### src/tcb_settings.svh
// bus and memory dimensions shared by package and RTL
// byte lanes assumed 8 bits wide, so data width must be 8 x byte count

`ifndef TCB_SETTINGS_SVH
`define TCB_SETTINGS_SVH

//////////////////////////////
// bus widths
//////////////////////////////

// word address width
`define TCB_ADR_WIDTH 10

// data width in bits
`define TCB_DAT_WIDTH 32

// number of byte lanes
`define TCB_BYT_WIDTH 4

//////////////////////////////
// memory
//////////////////////////////

// words held by the memory, addresses at or above are out of range
`define TCB_MEM_DEPTH 256

`endif

### src/tcb_pkg.sv
// request and response types for the tightly coupled bus
// widths come from the settings header

package tcb_pkg;

  `include "tcb_settings.svh"

  //////////////////////////////
  // request
  //////////////////////////////

  // one request per handshake transfer
  typedef struct packed {
    // write enable, low for read
    logic                      wen;
    // word address
    logic [`TCB_ADR_WIDTH-1:0] adr;
    // byte enables, one per lane
    logic [`TCB_BYT_WIDTH-1:0] byt;
    // write data, ignored on read
    logic [`TCB_DAT_WIDTH-1:0] wdt;
  } tcb_req_t;

  //////////////////////////////
  // response
  //////////////////////////////

  // one response per accepted request, in order
  typedef struct packed {
    // read data, zero on write or error
    logic [`TCB_DAT_WIDTH-1:0] rdt;
    // address out of range
    logic                      err;
  } tcb_rsp_t;

endpackage

### src/tcb_register_forward.sv
// one-stage register on valid and request toward the subordinate
// up_rdy is combinational from fill state and dn_rdy

`timescale 1ns/10ps

module tcb_register_forward #(
  parameter type payload_t = tcb_pkg::tcb_req_t
) (
  input  logic     sub,
  input  logic     arst_n,
  // upstream, manager side
  input  logic     up_vld,
  output logic     up_rdy,
  input  payload_t up_req,
  // downstream, subordinate side
  output logic     dn_vld,
  input  logic     dn_rdy,
  output payload_t dn_req
);

  //////////////////////////////
  // pipeline register
  //////////////////////////////

  // fill state
  logic     vld_q;
  // registered request, no reset
  payload_t req_q;

  // empty or emptying this cycle
  assign up_rdy = ~vld_q | dn_rdy;

  // valid loads whenever the stage can move
  always_ff @(posedge sub or negedge arst_n) begin
    if (!arst_n) begin
      vld_q <= 1'b0;
    end else if (up_rdy) begin
      vld_q <= up_vld;
    end
  end

  // payload only on a real transfer
  always_ff @(posedge sub) begin
    if (up_vld & up_rdy) begin
      req_q <= up_req;
    end
  end

  assign dn_vld = vld_q;
  assign dn_req = req_q;

  //////////////////////////////
  // checks
  //////////////////////////////

  // stalled content kept until taken
  a_dn_stable: assert property (
    @(posedge sub) disable iff (!arst_n)
    (dn_vld && !dn_rdy) |=> (dn_vld && $stable(dn_req))
  );

endmodule

### config.mk
export PLATFORM = sky130hd
export DESIGN_NAME = tcb_register_forward
export DESIGN_NICKNAME = d
export VERILOG_FILES = /design/src/tcb_pkg.sv /design/src/tcb_register_forward.sv
export VERILOG_INCLUDE_DIRS = /design/src
export SDC_FILE = /design/constraint.sdc
export NUM_CORES = 1
export LEC_CHECK = 0
export BUFFER_PORTS_ARGS = -buffer_cell sky130_fd_sc_hd__buf_2
export CELL_PAD_IN_SITES_DETAIL_PLACEMENT = 0
export CELL_PAD_IN_SITES_GLOBAL_PLACEMENT = 1
export CORE_ASPECT_RATIO = 0.6
export CORE_MARGIN = 5
export CORE_UTILIZATION = 34
export DETAILED_ROUTE_END_ITERATION = 6
export GPL_ROUTABILITY_DRIVEN = 0
export GPL_TIMING_DRIVEN = 0
export PLACE_DENSITY_LB_ADDON = 0.1
export SLEW_MARGIN = 30
export SYNTH_ARGS = -nofsm -noshare
export SYNTH_HDL_FRONTEND = slang
export SYNTH_SLANG_ARGS = --single-unit
### constraint.sdc
create_clock -name sub -period 2.2 [get_ports sub]
set_input_delay 0.22 -clock sub [delete_from_list [all_inputs] [get_ports sub]]
set_output_delay 0.22 -clock sub [all_outputs]
set_load 0.005 [all_outputs]
==> qor.txt <==
TritonCTS buffer count = 5
Die H = 60.9 um
Setup WS post-layout = 0.796 ns
worst path required time = 2.13 ns
Reg clk slew, reported paths = 0.09 ns
Yosys reg bits = 48
H-tree depth = 2
critical path capture point type = flop
worst hold margin = 0.0973 ns
Max-Cap Viols = 0
num rows = 18
PD cells = 798 nW/um2
pre-CTS WS = 0.793 ns
DRC = 0
GRT Total Usage = 10.8%
post-synthesis sequential area ratio = 98.0%
final non-filler cell total = 219
Yosys warnings = 0
R2R Setup Slk = 0.80 ns
max-slew violation count = 0
Port Buffers = 99
Worst Setup SP = dn_vld
Mapped Area = 1470 um2
Syn Nets = 102
reg2reg end = dn_req[36]
share of cells above drive strength 1 = 67.9%
worst hold stages = 1
routed length per instance = 14.2 um
Sink Count = 48
final setup fails = 0
Critical Path Start Type = flop
maximum VDD drop = 0.000394 V
run status = finished clean
actual slew at the worst max-slew pin = 0.602 ns
area occupied by registers = 1440 um2
fmax = 712 MHz
clk_lat worst skew = 0.29 ns
die width = 94.7 um
post-route ant nets = 0
drt first pass iters = 3
CTS tree = done
Initial Utilization = 35.4%
final hold vios = 0
CP endpoint = dn_req[36]
DR iter-0 viols = 25
CTS root buf = clkbuf_8
Mapped Cells = 51
Setup Skew = 0.00288 ns
Clock Path Buffers = 2
hold_buf cts = 1
# IOs = 100
Diodes inserted = 0
placed cells = 210
Area contributors post-synth = edfxtp_1 (96%), dfrtp_1 (1.7%), nand2b_4 (0.94%)
post-CTS setup repair buffer count = 0
Filler Cell Count = 388
largest net degree at the start of global routing = 48
Area Growth Syn to Fin = 45.6%
initial antenna violation count = 0
Final period util = 63.8%
RSZ-0062 raised after global routing = false
R2R Path Start = dn_vld
vias per inst = 3.94
post-layout min period = 1.40 ns
crit path kind = reg2reg
first-pass GRT wire length = 4460 um
vias in the first global route = 906
remaining global-route overflow = 0
Core Region = 4140 um2
leakage dissipation = 0.905 nW
total vias in the final route = 863
cell taking the most area after synthesis = edfxtp_1
Critical Path AT = 1.34 ns
HP Class = in2reg
post-synth top area share = 96.3%
syn avg cell area = 28.7 um2
Resized Gates After CTS = 0
Synth cell types = 5
critical path peak fanout = 47
headroom to the max-slew limit = 59.9%
reg2reg path depth = 2
Die Area = 5770 um2
drt total wl = 3120 um
Setup TNS = 0 ns
Layout Nets = 209
multi-input combinational cell area = 28.8 um2
==> cells in the mapped netlist <==
cell	number
nand2b_4	1
dfrtp_1	1
and2_4	1
nand2b_1	1
edfxtp_1	47
==> area by class of cell <==
class                      count  area share (%)
sequential                    48            67.3
timing repair buffer         100            23.7
tap                           60            3.52
clock buffer                   5            3.23
multi-input combinational      3            1.35
clock inverter                 3           0.880
==> critical path, cell delays in order, from the launching register on <==
cell and delay [ns]:
dfrtp_1 0.41, nand2b_4 0.08, and2_4 0.52
==> how the worst min path moves through the flow <==
stage                          start         end
final                      up_req[8]   dn_req[8]
after global routing      up_req[11]  dn_req[11]
after floorplan               arst_n      dn_vld
after CTS                 up_req[20]  dn_req[20]
after global placement        arst_n      dn_vld
after detailed placement      arst_n      dn_vld
==> cells in the final DEF (no fill, tap or decap) <==
master / count
edfxtp_1: 47
dlygate4sd3_1: 1
clkinvlp_4: 2
buf_2: 99
nand2b_4: 1
dfrtp_1: 1
nand2b_1: 1
clkbuf_8: 5
clkinv_1: 1
and2_4: 1
==> power breakdown <==
group          switching [mW]  internal, mW  leakage [nW]
combinational          0.0606        0.0657         0.409
clock                   0.282         0.220        0.0378
sequential             0.0107          1.06         0.458
total                   0.354          1.35         0.905
==> flip-flops by register name, summed over array words and instances, names as in the netlist <==
name,cells
dn_req,47
dn_vld,1
==> layer usage <==
layer	track usage, %	vias to the layer above	share of wire, %	wire [um]
met3	4.58	5	8.9	277
met1	13.8	398	42	1310
met2	16.2	46	48	1490
met5	0	-	0	0
li1	-	414	-	-
met4	4.93	0	1.3	42
==> stage by stage <==
stage	utilization [%]	total power [mW]	cell area, um2
4_1_cts	51.5	1.73	2130
5_1_grt	51.5	1.79	2130
3_5_place_dp	49.1	1.22	2040
2_1_floorplan	-	1.13	1470
6_report	51.5	1.70	2130
3_3_place_gp	49.1	1.22	2040
==> kinds of logic (layout without fill, tap and decap cells) <==
logic type    Yosys count  count (layout)  synth area share [%]
buf+inv                 0             108                     0
flops                  48              48                  98.0
simple gates            3               3                  1.96
(Power assumes the default switching activity.)
