[src/tcb_settings.svh]
// bus and memory dimensions shared by package and RTL
// byte lanes assumed 8 bits wide, so data width must be 8 x byte count

`ifndef TCB_SETTINGS_SVH
`define TCB_SETTINGS_SVH

//////////////////////////////
// bus widths
//////////////////////////////

// word address width
`define TCB_ADR_WIDTH 10

// data width in bits
`define TCB_DAT_WIDTH 32

// number of byte lanes
`define TCB_BYT_WIDTH 4

//////////////////////////////
// memory
//////////////////////////////

// words held by the memory, addresses at or above are out of range
`define TCB_MEM_DEPTH 256

`endif

[src/tcb_pkg.sv]
// request and response types for the tightly coupled bus
// widths come from the settings header

package tcb_pkg;

  `include "tcb_settings.svh"

  //////////////////////////////
  // request
  //////////////////////////////

  // one request per handshake transfer
  typedef struct packed {
    // write enable, low for read
    logic                      wen;
    // word address
    logic [`TCB_ADR_WIDTH-1:0] adr;
    // byte enables, one per lane
    logic [`TCB_BYT_WIDTH-1:0] byt;
    // write data, ignored on read
    logic [`TCB_DAT_WIDTH-1:0] wdt;
  } tcb_req_t;

  //////////////////////////////
  // response
  //////////////////////////////

  // one response per accepted request, in order
  typedef struct packed {
    // read data, zero on write or error
    logic [`TCB_DAT_WIDTH-1:0] rdt;
    // address out of range
    logic                      err;
  } tcb_rsp_t;

endpackage

[src/tcb_register_backpressure.sv]
// skid-buffer slice, up_rdy comes from a register, one stalled request held
// request path is combinational while up_rdy is high

`timescale 1ns/10ps

module tcb_register_backpressure #(
  parameter type payload_t = tcb_pkg::tcb_req_t
) (
  input  logic     sub,
  input  logic     arst_n,
  // upstream, manager side
  input  logic     up_vld,
  output logic     up_rdy,
  input  payload_t up_req,
  // downstream, subordinate side
  output logic     dn_vld,
  input  logic     dn_rdy,
  output payload_t dn_req
);

  //////////////////////////////
  // skid buffer
  //////////////////////////////

  // holds the request caught by a stall
  payload_t tmp;

  // capture when upstream transfer meets a stall
  always_ff @(posedge sub) begin
    if (up_vld & up_rdy & ~dn_rdy) begin
      tmp <= up_req;
    end
  end

  // pass through while ready
  // buffered copy forced valid otherwise
  assign dn_vld = up_rdy ? up_vld : 1'b1;
  assign dn_req = up_rdy ? up_req : tmp;

  //////////////////////////////
  // ready register
  //////////////////////////////

  // drops after a stalled transfer
  // once low, follows downstream ready
  always_ff @(posedge sub or negedge arst_n) begin
    if (!arst_n) begin
      up_rdy <= 1'b1;
    end else if (up_rdy) begin
      up_rdy <= ~(up_vld & ~dn_rdy);
    end else begin
      up_rdy <= dn_rdy;
    end
  end

  //////////////////////////////
  // checks
  //////////////////////////////

  // refused request kept steady by the manager until taken
  a_up_stable: assert property (
    @(posedge sub) disable iff (!arst_n)
    (up_vld && !up_rdy) |=> (up_vld && $stable(up_req))
  );

  // stalled request held across the pass-through to buffer switch
  a_dn_stable: assert property (
    @(posedge sub) disable iff (!arst_n)
    (dn_vld && !dn_rdy) |=> (dn_vld && $stable(dn_req))
  );

endmodule

[config.mk]
export PLATFORM = sky130hd
export DESIGN_NAME = tcb_register_backpressure
export DESIGN_NICKNAME = d
export VERILOG_FILES = /design/src/tcb_pkg.sv /design/src/tcb_register_backpressure.sv
export VERILOG_INCLUDE_DIRS = /design/src
export SDC_FILE = /design/constraint.sdc
export NUM_CORES = 1
export LEC_CHECK = 0
export ABC_CLOCK_PERIOD_IN_PS = 3200
export BUFFER_PORTS_ARGS = -buffer_cell sky130_fd_sc_hd__buf_4
export CORE_MARGIN = 1.5
export CORE_UTILIZATION = 41
export CTS_BUF_LIST = sky130_fd_sc_hd__clkbuf_4 sky130_fd_sc_hd__clkbuf_8 sky130_fd_sc_hd__clkbuf_16
export DETAILED_ROUTE_END_ITERATION = 10
export PLACE_DENSITY = 0.75
export SYNTH_ARGS = -nofsm -noshare
export SYNTH_HDL_FRONTEND = slang
export SYNTH_SLANG_ARGS = --single-unit
[constraint.sdc]
create_clock -name sub -period 3.2 [get_ports sub]
set_clock_uncertainty 0.05 [all_clocks]
set_input_delay 0.64 -clock sub [delete_from_list [all_inputs] [get_ports sub]]
set_output_delay 0.64 -clock sub [all_outputs]
set_load 0.005 [all_outputs]
==> qor.yml, run 1 <==
cts:
  htree_levels: 2
  cts_root_buf: "clkbuf_8"
  path_clk_slew_ns: 0.08
  post-cts-setup-buffers: 0
  insertion_delay_ns: 0.29
  ctsResizeCount: 0
  cts_tree: "done"
  cts_buffers: 5
  cts_buffer_depth: 2
  cts_hold_buf: 0
  clock-sinks: 48
power:
  finalPower_mw: 1.33
  combPwrFrac: 0.183
  p_leak_nw: 1.27
  switching_share: 0.215
  p_switching_mw: 0.287
  p_per_area_mw_per_mm2: 442
  pwr-share-clk: 0.273
  power.internal_mw: 1.05
  ir_drop_uv: 281
  pwr-share-seq: 0.544
drt:
  drtPass1Iterations: 4
  routed_wl_mm: 4.45
  routedWlPerCell_um: 16.1
  drtAntennaViolNets: 0
  drc: 0
  viasPerCell: 4.76
  vias: 1314
  first_iter_violations: 44
sta:
  setup_ws_ns: 0.767
  finalHoldViolCount: 0
  slew_viol_final: 0
  timing.fmax_ghz: 0.411
  finalSetupViolCount: 0
  finalCritPeriodShare: 0.760
  rsz0062_at_grt: "false"
  tightest_slew_ns: 0.570
  slew_headroom: 0.619
  period_needed_ns: 2.43
  setup_tns_ns: 0
layout:
  layout-drive-gt1-share: 0.756
  area_growth_pct: 42.3
  layout.nets: 259
  mostFrequentLayoutCells: "101 x buf_4, 47 x edfxtp_1, 28 x mux2_2"
  num_antenna_cells: 0
  layout_commonest_cell: "buf_4"
status:
  status: "completed"
worst_setup_path:
  worst_setup_path_start_kind: "flop"
  criticalPathCategory: "flop to primary output"
  reg2reg_from: "up_rdy"
  cp.required_ns: 2.51
  cp.arrival_ns: 1.74
  critPathLaunch: "up_rdy"
  worstPathMaxFanout: 32
  crit_path_end_kind: "primary output"
floorplan:
  io_pins: 100
  die_area_mm2: 0.00561
  die-height_um: 74.9
  num_rows: 25
  die_w_um: 74.9
  start_util: 0.437
  core_area_mm2: 0.00485
global_routing:
  grt_max_degree: 33
  grt_pass1_wl_mm: 6.66
  antenna_found_initial: 0
  grt_pass1_vias: 1367
  overflow: 0
  grt_util_all_layers: 0.167
placement:
  dpl.hpwl_mm: 3.39
  pre_cts_slack_ns: 0.990
  io_buffer_count: 99
  gp_congestion: 0.740
synth:
  syn_inst: 104
  synthTopCellsByArea: "edfxtp_1 67%, mux2_2 15%, mux2_4 13%"
  synth_warnings: 0
  synth.avg_cell_area_um2: 20.4
  ys_seq_area_frac: 0.678
  syn_nets: 155
  synth.distinct_cells: 11
  ys_ff_latch: 48
  synth.top_cell.area_share: 0.666
  synth_top_area_cell: "edfxtp_1"
  mappedNetlistArea_mm2: 0.00212
run:
  cap_violations: 0
min_path:
  hold_class: "input port to asynchronous set/reset pin"
kinds of logic (layout without fill, tap and decap cells):
group                  Yosys count  after routing  share of synthesized area
flip-flops                      48             48                      0.678
multiplexers                    47             47                      0.283
buffers and inverters            5            110                     0.0289
AND/OR/NAND/NOR                  4              4                    0.00944
cell usage after synthesis:
library cell	count
dfstp_2	1
buf_4	2
mux2_2	28
buf_12	1
buf_6	1
edfxtp_1	47
mux2_4	19
nand2b_1	2
nand2_1	1
buf_8	1
nor2_1	1
power groups by stage:
stage | registers [mW] | clock network [mW] | logic (mW)
global route | 0.728 | 0.400 | 0.262
finish | 0.726 | 0.363 | 0.244
global placement | 0.739 | 0 | 0.242
CTS | 0.726 | 0.373 | 0.248
detailed placement | 0.740 | 0 | 0.248
floorplan | 0.739 | 0 | 0.110
stage by stage:
| stage | std cells | util | hold slack [ns] | cell area (um2) |
|---|---|---|---|---|
| detailed placement | 268 | 0.604 | 0.525 | 2930 |
| global route | 276 | 0.622 | 0.191 | 3020 |
| floorplan | 104 | - | 0.442 | 2120 |
| global placement | 268 | 0.604 | 0.524 | 2930 |
| finish | 276 | 0.622 | 0.210 | 3020 |
| CTS | 276 | 0.622 | 0.200 | 3020 |
state kept, by name, summed over array words and instances, names as in the netlist:
name and flops:
tmp 47, up_rdy 1
cell type report:
cell class              count  area, um2
fillers                   363       1830
flip-flops and latches     48       1440
repair buffers            102        778
multi-input cells          51        628
clock buffers               7       83.8
well taps                  67       83.8
clock inverters             1       3.75
worst max-delay path, cell delays in order (launching register included):
cell     delay [ns]
dfstp_2        0.54
buf_4          0.37
mux2_2         0.39
buf_4          0.14
path summary, 6_finish.rpt:
| check | to | slack, ns | depth (start not counted) |
|---|---|---|---|
| worst max-delay path | dn_req[11] | 0.77 | 3 |
| worst min register to register | up_rdy | 0.82 | 3 |
| min in group sub | tmp[39] | 0.47 | 1 |
| max in group asynchronous | up_rdy | 2.87 | 1 |
| worst max register to register | tmp[23] | 1.02 | 4 |
| worst min-delay path | up_rdy | 0.21 | 1 |
routing by layer:
metal / track usage / share of wire / up-vias
li1: - / - / 610
met1: 0.196 / 0.39 / 642
met2: 0.288 / 0.54 / 54
met3: 0.0482 / 0.054 / 8
met4: 0.0667 / 0.017 / 0
met5: 0 / 0 / -
Power figures use the tool's default switching activity.
==> run 2: changes to the inputs <==
--- a/config.mk
+++ b/config.mk
@@ -6,13 +6,13 @@
 export SDC_FILE = /design/constraint.sdc
 export NUM_CORES = 1
 export LEC_CHECK = 0
-export ABC_CLOCK_PERIOD_IN_PS = 3200
+export ABC_CLOCK_PERIOD_IN_PS = 2400
 export BUFFER_PORTS_ARGS = -buffer_cell sky130_fd_sc_hd__buf_4
 export CORE_MARGIN = 1.5
-export CORE_UTILIZATION = 41
+export CORE_UTILIZATION = 46
 export CTS_BUF_LIST = sky130_fd_sc_hd__clkbuf_4 sky130_fd_sc_hd__clkbuf_8 sky130_fd_sc_hd__clkbuf_16
 export DETAILED_ROUTE_END_ITERATION = 10
-export PLACE_DENSITY = 0.75
+export PLACE_DENSITY = 0.79
 export SYNTH_ARGS = -nofsm -noshare
 export SYNTH_HDL_FRONTEND = slang
 export SYNTH_SLANG_ARGS = --single-unit
==> constraint.sdc (replaced) <==
create_clock -name sub -period 2.4 [get_ports sub]
set_clock_uncertainty 0.05 [all_clocks]
set_input_delay 0.48 -clock sub [delete_from_list [all_inputs] [get_ports sub]]
set_output_delay 0.48 -clock sub [all_outputs]
set_load 0.005 [all_outputs]
==> run 2 against run 1 <==
  * Clock power is 58% higher
  * Global-route usage is 0.53 points lower
  * First-iteration DRC count stayed put
  * Register-to-register slack worse by 0.35 ns
  * Count of clock-buffer cells in the layout is 1 lower
  * Largest power group unchanged
==> qor.yml, run 2 (same netlist as run 1, synthesis figures left out) <==
sta:
  slew_headroom: 0.739  # +0.119
  finalSetupViolCount: 0  # unchanged
  setup_tns_ns: 0  # unchanged
  finalCritPeriodShare: 0.938
  tightest_slew_ns: 0.392  # -0.178 ns
  timing.fmax_ghz: 0.444
  rsz0062_at_grt: "false"
  period_needed_ns: 2.25
  finalHoldViolCount: 0  # unchanged
  setup_ws_ns: 0.148  # -0.619 ns
  slew_viol_final: 0  # unchanged
layout:
  top_register: "tmp"
  area_growth_pct: 42.5
  mostFrequentLayoutCells: "101 x buf_4, 47 x edfxtp_1, 28 x mux2_2"
  reg_top3: "tmp (47), up_rdy (1)"
  num_antenna_cells: 0  # unchanged
  fin_cells: 261  # -5.4%
  layout.nets: 259  # unchanged
  layout-drive-gt1-share: 0.761  # +0.00478
  final_core_util: 0.689  # +0.0670
  layout_commonest_cell: "buf_4"
  largest_reg_flops: 47  # unchanged
power:
  power.internal_mw: 1.49  # +42%
  pwr-share-seq: 0.519  # -0.025
  finalPower_mw: 1.86  # +40%
  pwr-share-clk: 0.308  # +0.035
  switching_share: 0.200  # -0.0147
  p_per_area_mw_per_mm2: 617  # +39%
  ir_drop_uv: 336  # +19%
  p_leak_nw: 1.29  # +0.93%
  combPwrFrac: 0.173  # -0.010
  p_switching_mw: 0.373  # +30%
drt:
  first_iter_violations: 44  # unchanged
  vias: 1276  # -2.9%
  routed_wl_mm: 3.91  # -12%
  drtAntennaViolNets: 0  # unchanged
  viasPerCell: 4.89  # +2.7%
  drtPass1Iterations: 4  # unchanged
  drc: 0  # unchanged
  routedWlPerCell_um: 15.0  # -7.1%
placement:
  io_buffer_count: 99  # unchanged
  placed_cells: 253  # -5.6%
  dpl.hpwl_mm: 2.93  # -13%
  pre_cts_slack_ns: 0.457  # -0.533 ns
  gp_congestion: 0.724  # -2.2%
floorplan:
  start_util: 0.483  # +0.0463
  die_w_um: 70.9  # -5.4%
  io_pins: 100  # unchanged
  core_area_mm2: 0.00438  # -9.6%
  die_area_mm2: 0.00502  # -10%
  die-height_um: 70.9  # -5.4%
  num_rows: 24  # -4.0%
run:
  cap_violations: 0  # unchanged
worst_setup_path:
  slowest_stage: "dfstp_2"
  crit_buf_inv: 2  # unchanged
  crit_chain: "buf_4, mux2_2, buf_4"
  criticalPathCategory: "flop to primary output"
  cp.arrival_ns: 1.72  # -0.02 ns
  cpMostUsedCell: "buf_4"
  cp.required_ns: 1.87  # -0.64 ns
  path_delay_family: "flip-flops"
  worst_setup_path_start_kind: "flop"
  ff2ff_setup_slack_ns: 0.67  # -0.35 ns
  crit_path_end_kind: "primary output"
  worstPathMaxFanout: 25  # -22%
  max_stage_delay_ns: 0.53  # about the same
global_routing:
  overflow: 0  # unchanged
  use_met1: 0.209  # +0.0125
  antenna_found_initial: 0  # unchanged
  grt_pass1_vias: 1260  # -7.8%
  grt.met2_usage: 0.249  # -0.0389
  gr-usage-met3: 0.0698  # +0.0216
  grt_max_degree: 48  # +45%
  grt_util_all_layers: 0.162  # -0.00531
  top_usage_layer: "met2"
  grt_pass1_wl_mm: 6.20  # -6.8%
cts:
  clock-sinks: 48  # unchanged
  htree_levels: 2  # unchanged
  post-cts-setup-buffers: 0  # unchanged
  cts_buffer_depth: 2  # unchanged
  cts_root_buf: "clkbuf_8"
  path_clk_slew_ns: 0.08  # about the same
  cts_tree: "done"
  cts_buffers: 5  # unchanged
  cts_hold_buf: 0  # unchanged
  insertion_delay_ns: 0.29  # about the same
  ctsResizeCount: 0  # unchanged
min_path:
  hold_class: "input port to asynchronous set/reset pin"
status:
  status: "completed"
run 2: power groups by stage:
stage | clock network (mW) | registers [mW] | logic [mW]
floorplan | 0 | 0.984 | 0.148
global placement | 0 | 0.984 | 0.317
detailed placement | 0 | 0.986 | 0.328
CTS | 0.587 | 0.967 | 0.329
global route | 0.620 | 0.969 | 0.348
finish | 0.574 | 0.966 | 0.322
run 2: stage by stage:
stage	area, um2	hold slack, ns
2_1_floorplan	2130	0.282
3_3_place_gp	2910	0.362
3_5_place_dp	2910	0.365
4_1_cts	3020	0.0381
5_1_grt	3020	0.0301
6_report	3020	0.0498
run 2: worst paths after layout:
| kind | cells past startpoint | startpoint | endpoint |
|---|---|---|---|
| max | 3 | up_rdy | dn_req[21] |
| min reg2reg | 3 | up_rdy | up_rdy |
| min in group sub | 1 | up_req[3] | tmp[3] |
| max in group asynchronous | 1 | arst_n | up_rdy |
| min | 1 | arst_n | up_rdy |
| max reg2reg | 4 | up_rdy | tmp[2] |
run 2: layer usage:
layer | routed length (um) | share of wire
met5 | 0 | 0
met4 | 57 | 0.015
met3 | 378 | 0.097
met2 | 1840 | 0.47
met1 | 1640 | 0.42
run 2: final cells by class:
cell class	count	area (um2)
flip-flops and latches	48	1440
well taps	52	65.1
repair buffers	102	778
clock buffers	6	76.3
clock inverters	2	35.0
fillers	310	1360
multi-input cells	51	628
==> run 3: changes to the inputs <==
--- a/config.mk
+++ b/config.mk
@@ -13,6 +13,7 @@
 export CTS_BUF_LIST = sky130_fd_sc_hd__clkbuf_4 sky130_fd_sc_hd__clkbuf_8 sky130_fd_sc_hd__clkbuf_16
 export DETAILED_ROUTE_END_ITERATION = 10
 export PLACE_DENSITY = 0.79
+export RECOVER_POWER = 50
 export SYNTH_ARGS = -nofsm -noshare
 export SYNTH_HDL_FRONTEND = slang
 export SYNTH_SLANG_ARGS = --single-unit
==> run 3 against run 2 <==
  * Worst setup slack worse by 0.0051 ns
  * Hold slack better by 0.023 ns
  * Largest cell class unchanged
  * Final area fell by 2.2%
  * Combinational power shrank 4%
  * Register-to-register slack got worse by 0.30 ns
  * Fmax down 0.22%
  * Sequential power about the same
  * Largest power group unchanged
  * Sequential share of layout area rose by 1.0 points
  * Utilization shrank 1.5 points
==> qor.yml, run 3 (same netlist as run 1, synthesis figures left out) <==
worst_setup_path:
  cpMostUsedCell: "buf_4"
  cp.required_ns: 1.87  # about the same
  ff2ff_setup_slack_ns: 0.37  # -0.30 ns
  worstPathMaxFanout: 25  # unchanged
  criticalPathCategory: "flop to primary output"
  path_delay_family: "flip-flops"
  crit_chain: "buf_4, mux2_2, buf_4"
  worst_setup_path_start_kind: "flop"
  crit_path_end_kind: "primary output"
  reg2reg_from: "up_rdy"
  slowest_stage: "dfstp_2"
  max_stage_delay_ns: 0.53  # about the same
  cp.arrival_ns: 1.73  # about the same
  critPathLaunch: "up_rdy"
  crit_buf_inv: 2  # unchanged
power:
  power.internal_mw: 1.48  # -0.96%
  pwr-share-seq: 0.523  # +0.004
  pwr-share-clk: 0.310  # +0.002
  ir_drop_uv: 332  # -1.1%
  combPwrFrac: 0.166  # -0.007
  p_switching_mw: 0.372  # -0.23%
  p_per_area_mw_per_mm2: 625  # +1.4%
  p_leak_nw: 1.22  # -4.8%
  switching_share: 0.202  # +0.00118
global_routing:
  grt_util_all_layers: 0.162  # unchanged
  grt_pass1_vias: 1260  # unchanged
  antenna_found_initial: 0  # unchanged
  overflow: 0  # unchanged
  grt_max_degree: 48  # unchanged
  grt_pass1_wl_mm: 6.20  # unchanged
layout:
  layout-drive-gt1-share: 0.694  # -0.0670
  layout_commonest_cell: "buf_4"
  final_core_util: 0.674  # -0.0148
  top_register: "tmp"
  area_growth_pct: 39.4
  layout.nets: 259  # unchanged
  largest_reg_flops: 47  # unchanged
  num_antenna_cells: 0  # unchanged
  final_area_mm2: 0.00296  # -2.2%
  mostFrequentLayoutCells: "53 x buf_4, 47 x edfxtp_1, 36 x clkbuf_4"
  reg_top3: "tmp (47), up_rdy (1)"
  fin_cells: 261  # unchanged
drt:
  routed_wl_mm: 3.89  # -0.49%
  drtPass1Iterations: 3  # -1
  routedWlPerCell_um: 14.9  # -0.49%
  vias: 1277  # +0.078%
  drtAntennaViolNets: 0  # unchanged
  first_iter_violations: 45  # +2.3%
  drt-met1-wl_mm: 1.64  # +0.31%
  dr_wl_met2_mm: 1.80  # -2.0%
  drc: 0  # unchanged
  highest_layer: "met4"
  viasPerCell: 4.89  # about the same
  wl_met3_um: 390  # +3.2%
placement:
  dpl.hpwl_mm: 2.93  # unchanged
  placed_area_mm2: 0.00291  # unchanged
  gp_congestion: 0.724  # unchanged
  placed_cells: 253  # unchanged
  io_buffer_count: 99  # unchanged
sta:
  finalSetupViolCount: 0  # unchanged
  period_needed_ns: 2.26  # +0.00507 ns
  timing.fmax_ghz: 0.443  # -0.22%
  slew_viol_final: 0  # unchanged
  tightest_slew_ns: 0.613  # +0.221 ns
  finalHoldViolCount: 0  # unchanged
  finalCritPeriodShare: 0.941  # +0.00211
  setup_tns_ns: 0  # unchanged
  rsz0062_at_grt: "false"
  whs_ns: 0.0723  # +0.0226 ns
  slew_headroom: 0.591  # -0.147
cts:
  cts_tree: "done"
  insertion_delay_ns: 0.29  # about the same
  cts_hold_buf: 0  # unchanged
  path_clk_slew_ns: 0.08  # about the same
  cts_buffer_depth: 2  # unchanged
  htree_levels: 2  # unchanged
  clock-sinks: 48  # unchanged
  cts_root_buf: "clkbuf_8"
  ctsResizeCount: 0  # unchanged
  cts_buffers: 5  # unchanged
  post-cts-setup-buffers: 0  # unchanged
min_path:
  hold_class: "input port to asynchronous set/reset pin"
floorplan:
  io_pins: 100  # unchanged
  die-height_um: 70.9  # unchanged
  num_rows: 24  # unchanged
  core_area_mm2: 0.00438  # unchanged
  die_w_um: 70.9  # unchanged
  die_area_mm2: 0.00502  # unchanged
  start_util: 0.483  # unchanged
run:
  cap_violations: 0  # unchanged
status:
  status: "completed"
run 3: cell types whose count changed in the layout (fill, tap and decap cells not counted):
cell,previous run,this run
clkbuf_4,1,36
clkbuf_1,0,14
buf_4,101,53
buf_12,1,0
run 3: layout make-up:
type	count	area (um2)
Sequential cell	48	1440
Fill cell	324	1430
Timing Repair Buffer	102	713
Multi-Input combinational cell	51	628
Clock buffer	6	76.3
Tap cell	52	65.1
Clock inverter	2	35.0
run 3: layer usage:
layer,vias up,global-route usage
met3,6,0.0698
li1,614,-
met1,582,0.209
met4,0,0.0503
met5,-,0
met2,75,0.249
run 3: per-stage QoR:
stage | worst slack, ns | total power, mW
3_3_place_gp | 0.505 | 1.30
4_1_cts | 0.123 | 1.88
6_report | 0.143 | 1.85
3_5_place_dp | 0.457 | 1.31
2_1_floorplan | 0.288 | 1.13
5_1_grt | 0.0587 | 1.92
run 3: path summary, 6_finish.rpt:
check,endpoint,cells after the start
worst max-delay path,dn_req[21],3
worst min-delay path,up_rdy,1
worst max register to register,tmp[8],4
worst min register to register,up_rdy,3
max in group asynchronous,up_rdy,1
min in group sub,tmp[45],1
run 3: power groups by stage:
| stage | clock network (mW) | registers [mW] | logic [mW] |
|---|---|---|---|
| floorplan | 0 | 0.984 | 0.148 |
| CTS | 0.587 | 0.967 | 0.329 |
| finish | 0.574 | 0.967 | 0.308 |
| global placement | 0 | 0.984 | 0.317 |
| detailed placement | 0 | 0.986 | 0.328 |
| global route | 0.620 | 0.970 | 0.333 |
